### src/rtl/modexp_pkg.sv
package modexp_pkg;

	// lane count ceiling
	// lane_id_t must be able to index every lane
	localparam int MAX_LANES = 8;

	// index of one exponentiation lane
	typedef logic [$clog2(MAX_LANES)-1:0] lane_id_t;

	// lane sequencer phases
	// square and multiply alternate once per exponent bit
	typedef enum logic [1:0]
	{
		PH_IDLE   = 2'd0,
		PH_SQUARE = 2'd1,
		PH_MULT   = 2'd2
	} lane_phase_e;

endpackage

### src/rtl/job_dispatch.sv
`timescale 1ns/1ns
module job_dispatch import modexp_pkg::*; #(
	parameter int LANES = 4,
	parameter int N     = 8
) (
	input  logic             clk,
	input  logic             rst,
	input  logic             start,
	input  logic [N-1:0]     m,
	input  logic [N-1:0]     e,
	input  logic [N-1:0]     n,
	input  logic [LANES-1:0] lane_idle,
	output logic [LANES-1:0] lane_start,
	output logic [N-1:0]     m_q,
	output logic [N-1:0]     e_q,
	output logic [N-1:0]     n_q,
	output logic             full
);
	logic [LANES-1:0] avail;
	logic [LANES-1:0] grant;
	lane_id_t         pick;
	logic             found;
	logic             accept;

	// lowest idle lane wins
	// a lane granted last cycle still shows idle, so mask it out
	always_comb
	begin
		avail = lane_idle & ~lane_start;
		pick = '0;
		found = 1'b0;
		for (int i = LANES - 1; i >= 0; i--)
		begin
			if (avail[i])
			begin
				pick = lane_id_t'(i);
				found = 1'b1;
			end
		end
		accept = start && !full && found;
		grant = accept ? (LANES'(1) << pick) : '0;
	end

	// start pulses and full level
	always_ff @(posedge clk or posedge rst)
	begin
		if (rst)
		begin
			lane_start <= '0;
			full <= 1'b0;
		end
		else
		begin
			lane_start <= grant;
			// full once the grant takes the last free lane
			full <= ((avail & ~grant) == '0);
		end
	end

	// shared operands, sampled by the lane on its start pulse
	always_ff @(posedge clk)
	begin
		if (accept)
		begin
			m_q <= m;
			e_q <= e;
			n_q <= n;
		end
	end

	// no queue here, a start while full is lost
	a_no_start_full: assert property (@(posedge clk) disable iff (rst) start |-> !full);

endmodule

### src/rtl/modexp_array.sv
`timescale 1ns/1ns
module modexp_array import modexp_pkg::*; #(
	parameter int N     = 8,
	parameter int LANES = 4
) (
	input  logic         clk,
	input  logic         rst,
	input  logic         start,
	input  logic [N-1:0] m,
	input  logic [N-1:0] e,
	input  logic [N-1:0] n,
	output logic         full,
	output logic         done,
	output logic [N-1:0] result,
	output lane_id_t     lane
);
	logic [LANES-1:0]        lane_start;
	logic [LANES-1:0]        lane_idle;
	logic [LANES-1:0]        lane_done;
	logic [LANES-1:0][N-1:0] lane_result;
	logic [N-1:0]            m_q;
	logic [N-1:0]            e_q;
	logic [N-1:0]            n_q;

	// lane index type caps the lane count
	if (LANES > MAX_LANES)
		$error("LANES above MAX_LANES");

	job_dispatch #(
		.LANES (LANES),
		.N     (N)
	) u_dispatch (
		.clk        (clk),
		.rst        (rst),
		.start      (start),
		.m          (m),
		.e          (e),
		.n          (n),
		.lane_idle  (lane_idle),
		.lane_start (lane_start),
		.m_q        (m_q),
		.e_q        (e_q),
		.n_q        (n_q),
		.full       (full)
	);

	// identical lanes share the registered operands
	for (genvar i = 0; i < LANES; i++)
	begin : g_lane
		modexp_lane #(
			.N(N)
		) u_lane (
			.clk    (clk),
			.rst    (rst),
			.start  (lane_start[i]),
			.m      (m_q),
			.e      (e_q),
			.n      (n_q),
			.idle   (lane_idle[i]),
			.done   (lane_done[i]),
			.result (lane_result[i])
		);
	end

	result_collect #(
		.LANES (LANES),
		.N     (N)
	) u_collect (
		.clk         (clk),
		.rst         (rst),
		.lane_done   (lane_done),
		.lane_result (lane_result),
		.done        (done),
		.result      (result),
		.lane        (lane)
	);

endmodule

### src/rtl/modexp_lane.sv
`timescale 1ns/1ns
module modexp_lane import modexp_pkg::*; #(
	parameter int N = 8
) (
	input  logic         clk,
	input  logic         rst,
	input  logic         start,
	input  logic [N-1:0] m,
	input  logic [N-1:0] e,
	input  logic [N-1:0] n,
	output logic         idle,
	output logic         done,
	output logic [N-1:0] result
);
	localparam int SW = $clog2(N+1);

	lane_phase_e   phase;
	logic [SW-1:0] slot;
	logic          kick;
	logic [N-1:0]  m_r;
	logic [N-1:0]  e_r;
	logic [N-1:0]  n_r;
	logic [N-1:0]  r;
	logic [N-1:0]  r_next;
	logic          keep;
	logic          last;
	logic          mult_start;
	logic [N-1:0]  mx;
	logic [N-1:0]  my;
	logic [N-1:0]  mo;
	logic          mult_done;

	// square result always kept, multiply result only on a one bit
	assign keep = mult_done && ((phase == PH_SQUARE) || e_r[N-1]);
	assign r_next = keep ? mo : r;
	assign last = (phase == PH_MULT) && (slot == SW'(1));

	// next product issued in the same cycle the previous one lands
	assign mult_start = kick || (mult_done && !last);
	assign mx = r_next;
	// after a square comes the multiply by m
	assign my = (mult_done && (phase == PH_SQUARE)) ? m_r : r_next;

	// sequencer
	always_ff @(posedge clk or posedge rst)
	begin
		if (rst)
		begin
			phase <= PH_IDLE;
			slot <= '0;
			kick <= 1'b0;
			idle <= 1'b1;
			done <= 1'b0;
		end
		else
		begin
			kick <= 1'b0;
			done <= 1'b0;
			if (start)
			begin
				phase <= PH_SQUARE;
				slot <= SW'(N);
				kick <= 1'b1;
				idle <= 1'b0;
			end
			else if (mult_done)
			begin
				if (phase == PH_SQUARE)
					phase <= PH_MULT;
				else if (last)
				begin
					// all N bit slots done
					phase <= PH_IDLE;
					idle <= 1'b1;
					done <= 1'b1;
				end
				else
				begin
					phase <= PH_SQUARE;
					slot <= slot - 1'b1;
				end
			end
		end
	end

	// operands, exponent shifter and running value
	always_ff @(posedge clk)
	begin
		if (start)
		begin
			m_r <= m;
			e_r <= e;
			n_r <= n;
			r <= N'(1);
		end
		else
		begin
			r <= r_next;
			// exponent bit consumed once its multiply lands
			if (mult_done && (phase == PH_MULT))
				e_r <= {e_r[N-2:0], 1'b0};
		end
	end

	assign result = r;

	modmult #(
		.N(N)
	) u_modmult (
		.clk       (clk),
		.rst       (rst),
		.start     (mult_start),
		.x         (mx),
		.y         (my),
		.n         (n_r),
		.o         (mo),
		.mult_done (mult_done)
	);

	// dispatcher must only pick a lane that reports idle
	a_start_idle: assert property (@(posedge clk) disable iff (rst) start |-> idle);

endmodule

### src/rtl/modmult.sv
`timescale 1ns/1ns
module modmult #(
	parameter int N = 8
) (
	input  logic         clk,
	input  logic         rst,
	input  logic         start,
	input  logic [N-1:0] x,
	input  logic [N-1:0] y,
	input  logic [N-1:0] n,
	output logic [N-1:0] o,
	output logic         mult_done
);
	localparam int CW = $clog2(N+1);

	logic [N-1:0]  xr;
	logic [N-1:0]  yr;
	logic [N-1:0]  nr;
	logic [N-1:0]  acc;
	logic [CW-1:0] cnt;
	logic          busy;
	logic [N:0]    dbl;
	logic [N:0]    dbl_red;
	logic [N:0]    sum;
	logic [N:0]    sum_red;

	// one interleaved step per cycle
	// double the accumulator, reduce, then add x and reduce again
	always_comb
	begin
		dbl = {acc, 1'b0};
		dbl_red = (dbl >= {1'b0, nr}) ? dbl - {1'b0, nr} : dbl;
		sum = dbl_red + {1'b0, xr};
		sum_red = (sum >= {1'b0, nr}) ? sum - {1'b0, nr} : sum;
	end

	// step counter and done flag
	always_ff @(posedge clk or posedge rst)
	begin
		if (rst)
		begin
			busy <= 1'b0;
			cnt <= '0;
			mult_done <= 1'b0;
		end
		else
		begin
			mult_done <= 1'b0;
			if (start)
			begin
				busy <= 1'b1;
				cnt <= CW'(N);
			end
			else if (busy)
			begin
				cnt <= cnt - 1'b1;
				// last multiplier bit consumed on this edge
				if (cnt == CW'(1))
				begin
					busy <= 1'b0;
					mult_done <= 1'b1;
				end
			end
		end
	end

	// operands and accumulator, y scanned msb first
	always_ff @(posedge clk)
	begin
		if (start)
		begin
			xr <= x;
			yr <= y;
			nr <= n;
			acc <= '0;
		end
		else if (busy)
		begin
			acc <= yr[N-1] ? sum_red[N-1:0] : dbl_red[N-1:0];
			yr <= {yr[N-2:0], 1'b0};
		end
	end

	assign o = acc;

	// a zero modulus would never reduce
	a_mod_nonzero: assert property (@(posedge clk) disable iff (rst) start |-> (n != '0));

endmodule

### src/rtl/result_collect.sv
`timescale 1ns/1ns
module result_collect import modexp_pkg::*; #(
	parameter int LANES = 4,
	parameter int N     = 8
) (
	input  logic                    clk,
	input  logic                    rst,
	input  logic [LANES-1:0]        lane_done,
	input  logic [LANES-1:0][N-1:0] lane_result,
	output logic                    done,
	output logic [N-1:0]            result,
	output lane_id_t                lane
);
	lane_id_t     sel;
	logic [N-1:0] res_sel;
	logic         hit;

	// one-hot to index, picking the matching result on the way
	always_comb
	begin
		sel = '0;
		res_sel = '0;
		for (int i = 0; i < LANES; i++)
		begin
			if (lane_done[i])
			begin
				sel = lane_id_t'(i);
				res_sel = lane_result[i];
			end
		end
		hit = |lane_done;
	end

	// result strobe
	always_ff @(posedge clk or posedge rst)
	begin
		if (rst)
			done <= 1'b0;
		else
			done <= hit;
	end

	// tag and value held until the next completion
	always_ff @(posedge clk)
	begin
		if (hit)
		begin
			result <= res_sel;
			lane <= sel;
		end
	end

	// fixed lane latency plus one start per cycle keeps completions apart
	a_done_onehot: assert property (@(posedge clk) disable iff (rst) $onehot0(lane_done));

endmodule

### config.mk
export PLATFORM = sky130hd
export DESIGN_NAME = modexp_array
export DESIGN_NICKNAME = d
export VERILOG_FILES = /design/src/rtl/modexp_pkg.sv /design/src/rtl/job_dispatch.sv /design/src/rtl/modexp_array.sv /design/src/rtl/modexp_lane.sv /design/src/rtl/modmult.sv /design/src/rtl/result_collect.sv
export SDC_FILE = /design/constraint.sdc
export NUM_CORES = 1
export LEC_CHECK = 0
export ABC_CLOCK_PERIOD_IN_PS = 6850
export BUFFER_PORTS_ARGS = -buffer_cell sky130_fd_sc_hd__buf_4
export CORE_ASPECT_RATIO = 1.4
export CORE_MARGIN = 4
export CORE_UTILIZATION = 45
export DETAILED_ROUTE_END_ITERATION = 6
export PLACE_DENSITY_LB_ADDON = 0.15
export SETUP_SLACK_MARGIN = 0.5
export SLEW_MARGIN = 25
export SYNTH_ARGS = -nofsm -noshare
export SYNTH_HDL_FRONTEND = slang
export SYNTH_HIERARCHICAL = 1
export SYNTH_SLANG_ARGS = --single-unit
### constraint.sdc
create_clock -name clk -period 6.85 [get_ports clk]
set_input_delay 0.3425 -clock clk [delete_from_list [all_inputs] [get_ports clk]]
set_output_delay 0.3425 -clock clk [all_outputs]
set_load 0.02 [all_outputs]
Word level (Yosys, flattened, before mapping) --
Index checks and enable logic that the tools add are counted.
Word-level totals: output and inout port bits 13, register bits after elaboration 357, input port bits 27
Operators by class: $lt $le $gt $ge 8, equal/unequal tests 24, reductions and logical operators 62, bitwise logic cells 4, add/sub/neg operators 20, shift-type cells 1, multiplexer cells 151
Operators by type and width (number):
- $mux W8 | 36
- $mux W4 | 25
- $ge A9 B8 Y1 | 8
- $mux W1 | 70
- $add A9 B8 Y9 | 4
- $mux W9 | 4
- $sub A9 B8 Y9 | 4
- $eq A4 B1 Y1 const B | 8
- $mux W2 | 16
- $reduce_bool A2 Y1 | 16
- $sub A4 B1 Y4 const B | 8
- $sub A8 B8 Y8 | 4
- $reduce_and A3 Y1 | 8
- $logic_and A1 B1 Y1 | 22
- $ne A2 B2 Y1 const B | 8
- $and A4 B4 Y4 | 2
- $eq A2 B1 Y1 const B | 4
- $eq A2 B2 Y1 const B | 4
- $logic_or A1 B1 Y1 | 8
- $not A4 Y4 | 2
- $logic_not A1 Y1 | 5
- $logic_not A4 Y1 | 1
- $reduce_or A4 Y1 | 1
- $shl A1 B2 Y4 const A | 1
- $reduce_or A2 Y1 | 1

Logic depth before layout (Yosys ltp) --
Gate-level depths: netlist of run 1.
depth in word-level cells 11, gate-level depth with buffers 23, mapped depth without buffers 22

By module --
The synthesis of run 1 kept the hierarchy.
By module, submodules not included:
- modexp_lane | area an instance 1752.9 um^2, cells each 132, times used 4
- modmult (g_lane[0].u_lane.u_modmult ...) | area an instance 2632.5 um^2, cells each 256, times used 2
- modmult (g_lane[2].u_lane.u_modmult) | area an instance 2573.7 um^2, cells each 246, times used 1
- modmult (g_lane[3].u_lane.u_modmult) | area an instance 2571.2 um^2, cells each 245, times used 1
- job_dispatch | area an instance 988.4 um^2, cells each 48, times used 1
- result_collect | area an instance 575.6 um^2, cells each 50, times used 1

Worst setup path after synthesis of run 1 --
OpenSTA, ideal clock, no wires.
kind reg-to-reg, start point register g_lane[3].u_lane.u_modmult.nr[1], end point register g_lane[3].u_lane.u_modmult.acc[0], library setup time 0.086 ns, path buffers 0, clock period less this slack 4.948 ns, arrival 4.862 ns, cell stages (with the launch flop) 21, slack 1.902 ns, cells stage by stage edfxtp_1 inv_1 ha_1 nor2b_1 o31a_2 o211ai_2 and2_0 mux2_2 ha_1 a21o_1 a211oi_1 nor2_1 or4_1 o311ai_0 xnor2_1 ha_1 nand4_1 o21bai_1 a211oi_4 mux2_2 a211oi_1
Between the ends: cells in the longest elaborated chain, start to end 6, elaborated cells on any way between the ends 8
RTL lines:
- start: declaration | line modmult.sv:18 | logic [N-1:0] nr;
- start signal: assignment | line modmult.sv:74 | nr <= n;
- $sub A9 B8 Y9 or $ge A9 B8 Y1 (tied branches) | line modmult.sv:32 | dbl_red = (dbl >= {1'b0, nr}) ? dbl - {1'b0, nr} : dbl;
- $mux W9 | line modmult.sv:32
- $add A9 B8 Y9 | line modmult.sv:33 | sum = dbl_red + {1'b0, xr};
- $ge A9 B8 Y1 or $sub A8 B8 Y8 (tied branches) | line modmult.sv:34 | sum_red = (sum >= {1'b0, nr}) ? sum - {1'b0, nr} : sum;
- $mux W8 | line modmult.sv:34
- $mux W8 * | line modmult.sv:79 | acc <= yr[N-1] ? sum_red[N-1:0] : dbl_red[N-1:0];
- end signal: assignment | line modmult.sv:79
- end: declaration | line modmult.sv:19 | logic [N-1:0] acc;
Mark *: on every way between the ends. The rest lies on a longest branch, timed or not. A chain may end at the register's enable or synchronous reset.

Worst setup path after layout of run 1 --
Ends and elaborated chain as after synthesis.

==> results of run 1 <==
## sequential cells by signal, summed over array words and instances, names as in the netlist, 8 cells and up
| signal | flops |
|---|---|
| g_lane.u_lane/e_r | 32 |
| g_lane.u_lane/m_r | 32 |
| g_lane.u_lane/n_r | 32 |
| g_lane.u_lane/result | 32 |
| g_lane.u_lane/u_modmult/nr | 32 |
| g_lane.u_lane/u_modmult/o | 32 |
| g_lane.u_lane/u_modmult/xr | 32 |
| g_lane.u_lane/u_modmult/yr | 32 |
| g_lane.u_lane/slot | 16 |
| g_lane.u_lane/u_modmult/cnt | 16 |
| g_lane.u_lane/phase | 8 |
| u_collect/result | 8 |
| u_dispatch/e_q | 8 |
| u_dispatch/m_q | 8 |
| u_dispatch/n_q | 8 |
## final timing paths
check	end	slack [ns]	depth (start not counted)
setup / recovery	g_lane[3].u_lane/u_modmult/o[0]$_SDFFE_PP0P_	1.34	21
hold / removal	u_dispatch/n_q[7]$_DFFE_PP_	0.04	1
setup reg to reg	g_lane[3].u_lane/u_modmult/o[0]$_SDFFE_PP0P_	1.34	21
hold reg to reg	g_lane[2].u_lane/u_modmult/nr[2]$_DFFE_PP_	0.42	0
max in group asynchronous	g_lane[1].u_lane/idle$_DFFE_PP1P_	6.04	3
min in group asynchronous	u_collect/done$_DFF_PP0_	0.35	3
## routing by layer
metal | vias up | GRT usage | wire (um)
met2 | 264 | 0.3511 | 23220
met4 | 0 | 0.06029 | 1281
li1 | 6127 | - | -
met5 | - | 0 | 0
met3 | 68 | 0.03329 | 2040
met1 | 6139 | 0.2437 | 18760
## cell type report
| cell class | count | share of cell area |
|---|---|---|
| clock buffer | 54 | 0.04932 |
| clock inverter | 15 | 0.008855 |
| inverter | 111 | 0.01953 |
| multi-input combinational | 1116 | 0.4063 |
| sequential | 356 | 0.4558 |
| tap | 540 | 0.03167 |
| timing repair buffer | 73 | 0.02850 |
## timing repair
| item | in CTS | in global routing |
|---|---|---|
| endpoints found under the hold margin | 85 | 0 |
| gates resized for setup | 0 | 0 |
| hold buffers | 24 | 0 |
## cell usage in the layout, fill, tap and decap left out, drive strengths merged, types with 5 or more instances in the layout
cell | synthesis | final
nand4 | 8 | 8
or2 | 9 | 9
mux2 | 96 | 96
o22ai | 67 | 67
inv | 111 | 112
and2 | 18 | 18
nor3 | 22 | 22
xnor2 | 55 | 55
mux2i | 24 | 24
edfxtp | 226 | 226
a22oi | 8 | 8
clkbuf | 22 | 54
buf | 24 | 49
dlygate4sd3 | 0 | 24
a211oi | 50 | 50
fa | 12 | 12
ha | 116 | 116
o31a | 10 | 10
a21oi | 92 | 92
dfxtp | 64 | 64
o21bai | 12 | 12
a31oi | 10 | 10
nand3 | 16 | 16
clkinv | 0 | 6
dfrtp | 62 | 62
xor2 | 23 | 23
nand2 | 59 | 59
o21ai | 66 | 66
o211ai | 10 | 10
a21o | 31 | 31
nand2b | 18 | 18
or3 | 6 | 6
nor2 | 124 | 124
a211o | 6 | 6
o21a | 25 | 25
o31ai | 5 | 5
nor2b | 62 | 62
nor3b | 13 | 13
## power groups by stage
stage / sequential (mW) / combinational, mW / clock, mW
6_report: 2.51 / 1.89 / 2.07
5_1_grt: 2.52 / 2.09 / 2.23
4_1_cts: 2.51 / 1.90 / 2.14
3_5_place_dp: 2.55 / 1.87 / 0
3_3_place_gp: 2.55 / 1.85 / 0
2_1_floorplan: 2.50 / 1.54 / 0
## cell families (layout without fill, tap and decap cells)
kind of cell,count (synthesis),count (layout)
compound gates,416,416
simple gates,373,373
flops,356,356
buf+inv,157,253
fa+ha+maj,128,128
mux,120,120
xor+xnor,78,78
other cells,1,1
## cells in the mapped netlist (all sizes together), types with 25 or more instances
master / n
dfrtp: 62
a211oi: 50
a21o: 31
o22ai: 67
a21oi: 92
inv: 111
ha: 116
dfxtp: 64
nor2: 124
o21ai: 66
nor2b: 62
xnor2: 55
o21a: 25
mux2: 96
nand2: 59
edfxtp: 226
## worst max-delay path, delay by kind of cell (launching register included)
family	cells	cell delay [ns]
xor gates and xnor gates	1	0.21
muxes	2	0.78
adders and majority gates	3	0.88
buffers and inverters	2	0.35
AOI/OAI and AO/OA	8	1.95
DFF	1	0.36
and+or+nand+nor	5	0.90
==> metrics.md, run 1 <==
| Metric | Value |
|---|---|
| PwrDens | `303.3 nW/um^2` |
| Async SR Flop Fraction | `0.1854` |
| Hold Path Class | `in -> reg` |
| Setup-failing EPs final | `0` |
| Post-synth EDFFs | `226` |
| Total Wirelength | `45.31 mm` |
| Row count | `88` |
| Final total power | `around 6.5 mW` |
| Setup tns final | `0 ns` |
| Dominant cell type by area after synthesis | `edfxtp_1` |
| DP Area | `19860 sq um` |
| Placed insts | `2172` |
| Clock slew at reported path FFs | `about 0.060 ns` |
| Combinational power share | `0.293` |
| Worst path slowest cell | `a211oi_4` |
| Final Cycle Share | `0.8039` |
| Initial Util | `0.4574` |
| Post-Syn Area | `18990 sq um` |
| Die footprint | `45590 sq um` |
| Reg area | `9726 sq um` |
| Die W | `between 150 and 200 um` |
| Hold path start | `n[7]` |
| Final Hold Violating Endpoints | `0` |
| Slew @ Worst Pin | `roughly 1.1 ns` |
| Synth Register Bits | `around 360` |
| Placer Congestion | `0.8515` |
| Simple-Gate Fraction of Synth Area | `0.1036` |
| Cell internal pwr | `4.486 mW` |
| H-tree depth | `2` |
| Iter 0 DRT Violations | `776` |
| Post-CTS setup buffers | `0` |
| Netlist cell types | `78` |
| Core region area | `roughly 42000 sq um` |
| Clock Tree Buf Depth | `3` |
| Dpl hpwl | `32.83 mm` |
| Clk_skew | `0.02210 ns` |
| Multiplexer area fraction after synthesis | `0.07592` |
| Nets | `1851` |
| Fmax | `~0.18 GHz` |
| Critical path launch point type | `register` |
| TritonRoute pass-1 iters | `5` |
| CTS tree | `built` |
| Die Y | `251.0 um` |
| Max Cap Viol | `0` |
| Yosys top cell area share | `0.3575` |
| Synth Area in Compound Gates | `0.1505` |
| GR Overflow Total | `0` |
| Sw Ratio | `0.3068` |
| Top FF cell, synth | `edfxtp_1` |
| Ant diodes | `0` |
| Clock latency on the worst-skew pair | `0.53 ns` |
| Pins Over Slew Limit | `0` |
| Vias in the first global route | `12980` |
| Final core utilization | `0.5140` |
| Worst Slack Setup Final | `1.344 ns` |
| CP dominant cell by count | `ha_1` |
| Critical Path Source | `g_lane[3].u_lane/u_modmult/nr[1]$_DFFE_PP_` |
| Initial antenna violation count | `1` |
| Worst Path Required | `7.28 ns` |
| Setup CP Type | `reg -> reg` |
| Peak supply drop | `0.2802 mV` |
| Critical-path cell list | `inv_1 -> ha_1 -> nor2b_1 -> o31a_2 -> o211ai_2 -> and2_0 -> buf_4 -> mux2_2 -> ha_1 -> a21o_1 -> a211oi_1 -> nor2_1 -> or4_1 -> o311ai_0 -> xnor2_1 -> ha_1 -> nand4_1 -> o21bai_1 -> a211oi_4 -> mux2_2 -> a211oi_1` |
| Unrepaired setup endpoints after global routing | `no` |
| Largest cells by area after synthesis | `edfxtp_1, dfrtp_1, ha_1` |
| Layout fillers | `3593` |
| CTS Root Cell | `clkbuf_16` |
| Lkg Pwr | `8.148 nW` |
| Fin area | `between 20000 and 25000 sq um` |
| Crit Path Max Fanout | `14` |
| Tmin final | `5.507 ns` |
| Post-route insts no fill | `2265` |
| PortBufs | `38` |
| Seq/Total Area, Yosys | `0.5122` |
| Num CTS Buffers | `38` |
| Reg power frac | `0.387` |
| Mapped Nets | `1784` |
| Worst path arrival time | `5.94 ns` |
| Vias per Instance | `~5.6` |
| Routed wire per std cell | `between 20 and 25 um` |
| Warnings from Yosys | `6` |
| Synthesis-to-finish area growth | `12.38%` |
| Post-synthesis xor/xnor area fraction | `0.03598` |
| Layout cells sized above 1 | `0.1275` |
| First-pass GRT wire length | `71.58 mm` |
| TritonCTS Sinks | `356` |
| DRC | `0` |
| I/O pin count | `40` |
| Status | `finished, final reports clean` |
| Rel. slew slack | `0.2664` |
| Worst R2R Start | `g_lane[3].u_lane/u_modmult/nr[1]$_DFFE_PP_` |
| Largest family of logic cells by synthesized area | `compound AO/OA/AOI/OAI gates` |
| Reported net switching power | `approximately 2.0 mW` |
| Multi-input logic area | `8670 sq um` |
| Maximum number of pins on one net before global-route repair | `45` |
| Clk network pwr share | `0.320` |
| Synth Area in Adders | `0.08910` |
| Setup crit end kind | `register` |
| Critical path's largest stage delay | `about 0.5 ns` |
| Place WS | `1.376 ns` |
| Mean post-synth cell area | `11.65 sq um` |
| Hold slack | `~0.038 ns` |
| Global Route Usage Sum | `0.1967` |
| Synth Instances | `1629` |
| Vias | `12600` |
| Final ANT Viol Nets | `0` |
No activity file was read; power rests on OpenSTA's default activity.
==> run 2: changes to the inputs <==
Settings changed: ABC_CLOCK_PERIOD_IN_PS 6850 to 5300.
Clock period 6.85 ns to 5.3 ns, I/O delays scaled along.
==> metrics.md, run 2 (synthesis results as in run 1) <==
| Metric | Value |
|---|---|
| Lkg Pwr | `8.557 nW (+5.0%)` |
| Tmin final | `4.762 ns (-0.7443 ns)` |
| CTS Root Cell | `clkbuf_16` |
| I/O pin count | `40 (unchanged)` |
| Setup CP Type | `reg -> reg` |
| Clock latency on the worst-skew pair | `0.53 ns (about the same)` |
| Iter 0 DRT Violations | `903 (+16%)` |
| Final core utilization | `0.5402 (+0.02622)` |
| PwrDens | `395.8 nW/um^2 (+31%)` |
| Crit Path Max Fanout | `5 (-9)` |
| Setup crit end kind | `register` |
| Slew @ Worst Pin | `0.7655 ns (-0.3325 ns)` |
| First-pass GRT wire length | `72.08 mm (+0.70%)` |
| Num CTS Buffers | `38 (unchanged)` |
| Core region area | `41510 sq um (unchanged)` |
| Fmax | `0.2100 GHz (+16%)` |
| Highest-count cells in the layout ignoring fill and taps | `edfxtp_1, nor2_1, buf_4` |
| CTS tree | `built` |
| Maximum number of pins on one net before global-route repair | `45 (unchanged)` |
| Pins Over Slew Limit | `0 (unchanged)` |
| Final Cycle Share | `0.8985 (+0.09466)` |
| Initial antenna violation count | `0 (-1)` |
| Setup tns final | `0 ns (unchanged)` |
| Post-route insts no fill | `2319 (+2.4%)` |
| Worst Path Required | `5.69 ns (-1.59 ns)` |
| DP Area | `19970 sq um (+0.55%)` |
| Dpl hpwl | `33.45 mm (+1.9%)` |
| Ant diodes | `0 (unchanged)` |
| Vias | `12960 (+2.8%)` |
| Hold slack | `0.03493 ns (-0.003385 ns)` |
| Setup-failing EPs final | `0 (unchanged)` |
| Status | `finished, final reports clean` |
| Global Route Usage Sum | `0.1986 (+0.001892)` |
| Total Wirelength | `46.91 mm (+3.5%)` |
| Die footprint | `45590 sq um (unchanged)` |
| Nets | `1905 (+2.9%)` |
| H-tree depth | `2 (unchanged)` |
| Most common cell after layout, fill and taps aside | `edfxtp_1` |
| GR Overflow Total | `0 (unchanged)` |
| Hold Path Class | `in -> reg` |
| Unrepaired setup endpoints after global routing | `yes` |
| DRC | `0 (unchanged)` |
| Layout cells sized above 1 | `0.2215 (+0.09394)` |
| Final ANT Viol Nets | `0 (unchanged)` |
| Routed wire per std cell | `20.23 um (+1.1%)` |
| TritonCTS Sinks | `356 (unchanged)` |
| PortBufs | `38 (unchanged)` |
| Placed insts | `2187 (+0.69%)` |
| Vias per Instance | `5.587 (+0.45%)` |
| Worst path arrival time | `5.15 ns (-0.79 ns)` |
| Vias in the first global route | `13070 (+0.68%)` |
| Peak supply drop | `0.4783 mV (+71%)` |
| Placer Congestion | `0.9084 (+6.7%)` |
| Initial Util | `0.4574 (unchanged)` |
| TritonRoute pass-1 iters | `5 (unchanged)` |
| Max Cap Viol | `0 (unchanged)` |
| Clock Tree Buf Depth | `3 (unchanged)` |
| Rel. slew slack | `0.4893 (+0.2229)` |
| Die Y | `251.0 um (unchanged)` |
| Clock slew at reported path FFs | `0.07 ns (about the same)` |
| Critical path launch point type | `register` |
| Die W | `181.6 um (unchanged)` |
| Synthesis-to-finish area growth | `18.12%` |
| Fin area | `22430 sq um (+5.1%)` |
| Final Hold Violating Endpoints | `0 (unchanged)` |
| Clk_skew | `0.01917 ns (-0.002929 ns)` |
| Row count | `88 (unchanged)` |
-- run 2: final timing paths --
| check | start | to | slack (ns) | cells past startpoint |
|---|---|---|---|---|
| min in group asynchronous | rst | u_collect/done$_DFF_PP0_ | 0.27 | 3 |
| worst min register to register | g_lane[2].u_lane/n_r[0]$_DFFE_PP_ | g_lane[2].u_lane/u_modmult/nr[0]$_DFFE_PP_ | 0.41 | 0 |
| worst max-delay path | g_lane[3].u_lane/u_modmult/nr[1]$_DFFE_PP_ | g_lane[3].u_lane/u_modmult/o[2]$_SDFFE_PP0P_ | 0.54 | 20 |
| max in group asynchronous | rst | g_lane[0].u_lane/idle$_DFFE_PP1P_ | 4.57 | 3 |
| worst min-delay path | start | u_dispatch/lane_start[3]$_DFF_PP0_ | 0.03 | 3 |
| worst max register to register | g_lane[3].u_lane/u_modmult/nr[1]$_DFFE_PP_ | g_lane[3].u_lane/u_modmult/o[2]$_SDFFE_PP0P_ | 0.54 | 20 |
-- run 2: worst max-delay path, stage by stage (launching register included) --
cell and delay (ns):
edfxtp_1 0.40, inv_2 0.10, ha_4 0.20, nor2b_4 0.12, o31a_2 0.35, o211ai_2 0.19
and2_4 0.19, mux2_4 0.33, ha_4 0.21, a21o_1 0.17, a211oi_2 0.18, nor2_1 0.07
or4_1 0.49, o311ai_2 0.10, xnor2_1 0.20, ha_1 0.30, buf_4 0.16, a211oi_4 0.35
buf_6 0.19, mux2i_2 0.22, a211oi_2 0.09
-- run 2: timing repair --
action	CTS	global route
buffers inserted	14	24
hold buffers	25	0
hold endpoints to repair	86	0
resized for setup	19	122
endpoints found under the setup margin	30	32
cloned	0	0
pin swaps	14	58
-- run 2: power by group --
group / internal, mW / total, mW / switching (mW)
sequential: 3.08 / 3.24 / 0.155
clock: 1.66 / 2.79 / 1.13
combinational: 1.37 / 2.84 / 1.47
-- run 2: routing by layer --
metal  vias up  track usage  wire [um]
li1       6228            -          -
met5         -            0          0
met2       270       0.3455      23340
met4         0      0.08539       1945
met3        99      0.02692       1795
met1      6360       0.2477      19830
-- run 2: metrics by stage --
step                power, mW  worst slack, ns
CTS                     8.725           0.4718
finish                  8.877           0.5378
floorplan               5.221           0.4761
global route            9.334           0.4253
detailed placement      5.811           0.2069
global placement        5.804           0.2962
-- run 2: cell type report --
class	count	area [sq um]
clock buffer	45	998.5
clock inverter	24	307.8
fill	3563	19080
inverter	111	416.7
multi-input combinational	1116	9259
sequential	356	9733
tap	540	675.6
timing repair buffer	127	1035
==> run 3: changes to the inputs <==
Settings changed: ABC_CLOCK_PERIOD_IN_PS 5300 to 5740, GPL_TIMING_DRIVEN set to 0.
Clock period 5.3 ns to 5.74 ns, I/O delays scaled along.
==> metrics.md, run 3 (synthesis results as in run 1) <==
| Metric | Value |
|---|---|
| Status | `finished, final reports clean` |
| Final ANT Viol Nets | `0 (unchanged)` |
| Vias per Instance | `5.559 (-0.52%)` |
| Reported net switching power | `2.485 mW (-10%)` |
| DRC | `0 (unchanged)` |
| Hold depth | `3 (unchanged)` |
| Global Route Usage Sum | `0.2031 (+0.004447)` |
| Total Wirelength | `47.19 mm (+0.60%)` |
| GR Overflow Total | `0 (unchanged)` |
| Gr busiest metal | `met2` |
| Iter 0 DRT Violations | `701 (-22%)` |
| Slew @ Worst Pin | `0.8936 ns (+0.1281 ns)` |
| Cell internal pwr | `5.433 mW (-11%)` |
| Lkg Pwr | `8.359 nW (-2.3%)` |
| PwrDens | `364.1 nW/um^2 (-8.0%)` |
| Met2 usage | `0.3558 (+0.01031)` |
| Layout cells sized above 1 | `0.1531 (-0.06836)` |
| Synthesis-to-finish area growth | `14.54%` |
| Worst path slowest cell | `or4_1` |
| CP dominant cell by count | `ha_1` |
| Placer Congestion | `0.8661 (-4.7%)` |
| Dpl hpwl | `35.12 mm (+5.0%)` |
| GR Util met1 | `0.2498 (+0.002139)` |
| Reg power frac | `0.379 (+0.014)` |
| DP Area | `20050 sq um (+0.40%)` |
| Final core utilization | `0.5239 (-0.01637)` |
| Clk_skew | `0.01685 ns (-0.002312 ns)` |
| Clock slew at reported path FFs | `0.06 ns (about the same)` |
| Initial Util | `0.4574 (unchanged)` |
| Clock Tree Buf Depth | `3 (unchanged)` |
| Die Y | `251.0 um (unchanged)` |
| Final Cycle Share | `0.8719 (-0.02667)` |
| Fmax | `0.1998 GHz (-4.8%)` |
| I/O pin count | `40 (unchanged)` |
| Critical path's largest stage delay | `0.42 ns (-0.07 ns)` |
| Setup-failing EPs final | `0 (unchanged)` |
| Fin area | `21750 sq um (-3.0%)` |
| Critical path launch point type | `register` |
| Hold EP | `u_dispatch/lane_start[0]$_DFF_PP0_` |
| Hold Path Class | `in -> reg` |
| Crit path buffers/inverters | `1 (-2)` |
| Pins Over Slew Limit | `0 (unchanged)` |
| Final Hold Violating Endpoints | `0 (unchanged)` |
| Met3 Resource Use GR | `0.02953 (+0.002605)` |
| CTS tree | `built` |
| Critical-path cell list | `inv_2 -> ha_1 -> nor2b_1 -> o31a_2 -> o211ai_2 -> and2_4 -> mux2_2 -> ha_1 -> a21o_1 -> a211oi_2 -> nor2_1 -> or4_1 -> o311ai_2 -> xnor2_1 -> ha_1 -> nand4_1 -> o21bai_1 -> a211oi_4 -> mux2_2 -> a211oi_2` |
| Maximum number of pins on one net before global-route repair | `21 (-53%)` |
| Place WS | `-0.01035 ns (-0.2173 ns)` |
| R2r setup slk | `0.74 ns (+0.20 ns)` |
| Initial antenna violation count | `0 (unchanged)` |
| Sw Ratio | `0.3138 (+0.002968)` |
| CTS Root Cell | `clkbuf_16` |
| Final total power | `7.917 mW (-11%)` |
| Unrepaired setup endpoints after global routing | `yes` |
| Setup crit end kind | `register` |
| Worst Path Required | `6.17 ns (+0.48 ns)` |
| Crit Path Max Fanout | `5 (unchanged)` |
| Die W | `181.6 um (unchanged)` |
| Crit path max-delay family | `compound AO/OA/AOI/OAI gates` |
| Tmin final | `5.004 ns (+0.2422 ns)` |
| Row count | `88 (unchanged)` |
| Highest-count cells in the layout ignoring fill and taps | `edfxtp_1, nor2_1, ha_1` |
| Vias in the first global route | `13060 (-0.099%)` |
| Worst path arrival time | `5.44 ns (+0.29 ns)` |
| Clk network pwr share | `0.306 (-0.009)` |
| Most common cell after layout, fill and taps aside | `edfxtp_1` |
| Worst R2R Start | `g_lane[3].u_lane/u_modmult/nr[1]$_DFFE_PP_` |
| TritonCTS Sinks | `356 (unchanged)` |
| Nets | `1908 (+0.16%)` |
| Rel. slew slack | `0.4042 (-0.08506)` |
| Clock latency on the worst-skew pair | `0.53 ns (about the same)` |
| Vias | `12920 (-0.30%)` |
| Num CTS Buffers | `38 (unchanged)` |
| Worst Slack Setup Final | `0.7356 ns (+0.1978 ns)` |
| Combinational power share | `0.315 (-0.005)` |
| Routed wire per std cell | `20.31 um (+0.38%)` |
| Peak supply drop | `0.5410 mV (+13%)` |
| Core region area | `41510 sq um (unchanged)` |
| Cells on worst reg2reg path | `20 (unchanged)` |
| Setup CP Type | `reg -> reg` |
| Max Cap Viol | `0 (unchanged)` |
| PortBufs | `38 (unchanged)` |
| Hold path start | `start` |
| Die footprint | `45590 sq um (unchanged)` |
| Worst reg2reg endpoint | `g_lane[3].u_lane/u_modmult/o[0]$_SDFFE_PP0P_` |
| Layout fillers | `3601 (+1.1%)` |
| First-pass GRT wire length | `73.21 mm (+1.6%)` |
| TritonRoute pass-1 iters | `5 (unchanged)` |
| H-tree depth | `2 (unchanged)` |
==> run 3: routing by layer <==
| layer | share of wire | vias up |
|---|---|---|
| met4 | 0.043 | 0 |
| met2 | 0.50 | 261 |
| met1 | 0.42 | 6310 |
| met5 | 0 | - |
| li1 | - | 6257 |
| met3 | 0.040 | 90 |
==> run 3: area by class of cell <==
class | count | area (sq um) | share of cell area
Buffer | 46 | 206.4 | 0.009494
Multi-Input combinational cell | 1116 | 8753 | 0.4025
Tap cell | 540 | 675.6 | 0.03107
Sequential cell | 356 | 9729 | 0.4474
Inverter | 111 | 416.7 | 0.01916
Clock inverter | 22 | 167.7 | 0.007710
Antenna cell | 1 | 2.502 | 0.0001151
Clock buffer | 48 | 1062 | 0.04885
Timing Repair Buffer | 84 | 732.0 | 0.03366
==> run 3: power by group through the flow <==
stage	combinational, mW	clock [mW]	sequential, mW
global placement	2.29	0	3.05
finish	2.50	2.42	3.00
detailed placement	2.30	0	3.05
CTS	2.49	2.49	3.00
floorplan	1.84	0	2.98
global route	2.76	2.59	3.02
==> run 3: worst reg2reg max path: cells and delay by family, from the launching register on <==
| family | cells | cell delay (ns) |
|---|---|---|
| compound gates | 8 | 1.72 |
| buf+inv | 1 | 0.09 |
| flops | 1 | 0.39 |
| simple gates | 5 | 0.95 |
| mux | 2 | 0.77 |
| fa+ha+maj | 3 | 0.80 |
| xor+xnor | 1 | 0.20 |
==> run 3: what timing repair did <==
item                                    CTS  global route
endpoints found under the setup margin   32            32
resized for setup                        13            22
gates cloned                              0             0
hold buffers                             25             0
pin swaps                                 3            15
buffers inserted                          7            10
endpoints found under the hold margin    86             0
==> run 3: stage by stage <==
step / std cells / setup TNS [ns] / hold WS (ns)
finish: 2324 / 0 / 0.1058
global route: 2323 / 0 / 0.08922
CTS: 2313 / 0 / 0.06471
detailed placement: 2211 / -0.01035 / 0.3090
global placement: 2207 / 0 / 0.3044
floorplan: 1629 / 0 / 0.01571
==> run 3: how the worst max path moves through the flow <==
stage / startpoint / endpoint / cells after the start
after floorplan: g_lane[3].u_lane/u_modmult/nr[1]$_DFFE_PP_ / g_lane[3].u_lane/u_modmult/o[0]$_SDFFE_PP0P_ / 20
after global placement: g_lane[3].u_lane/u_modmult/nr[1]$_DFFE_PP_ / g_lane[3].u_lane/u_modmult/o[0]$_SDFFE_PP0P_ / 21
after detailed placement: g_lane[3].u_lane/u_modmult/nr[1]$_DFFE_PP_ / g_lane[3].u_lane/u_modmult/o[0]$_SDFFE_PP0P_ / 20
after CTS: g_lane[3].u_lane/u_modmult/nr[1]$_DFFE_PP_ / g_lane[3].u_lane/u_modmult/o[0]$_SDFFE_PP0P_ / 20
after global routing: g_lane[1].u_lane/u_modmult/nr[1]$_DFFE_PP_ / g_lane[1].u_lane/u_modmult/o[0]$_SDFFE_PP0P_ / 22
final: g_lane[3].u_lane/u_modmult/nr[1]$_DFFE_PP_ / g_lane[3].u_lane/u_modmult/o[0]$_SDFFE_PP0P_ / 20
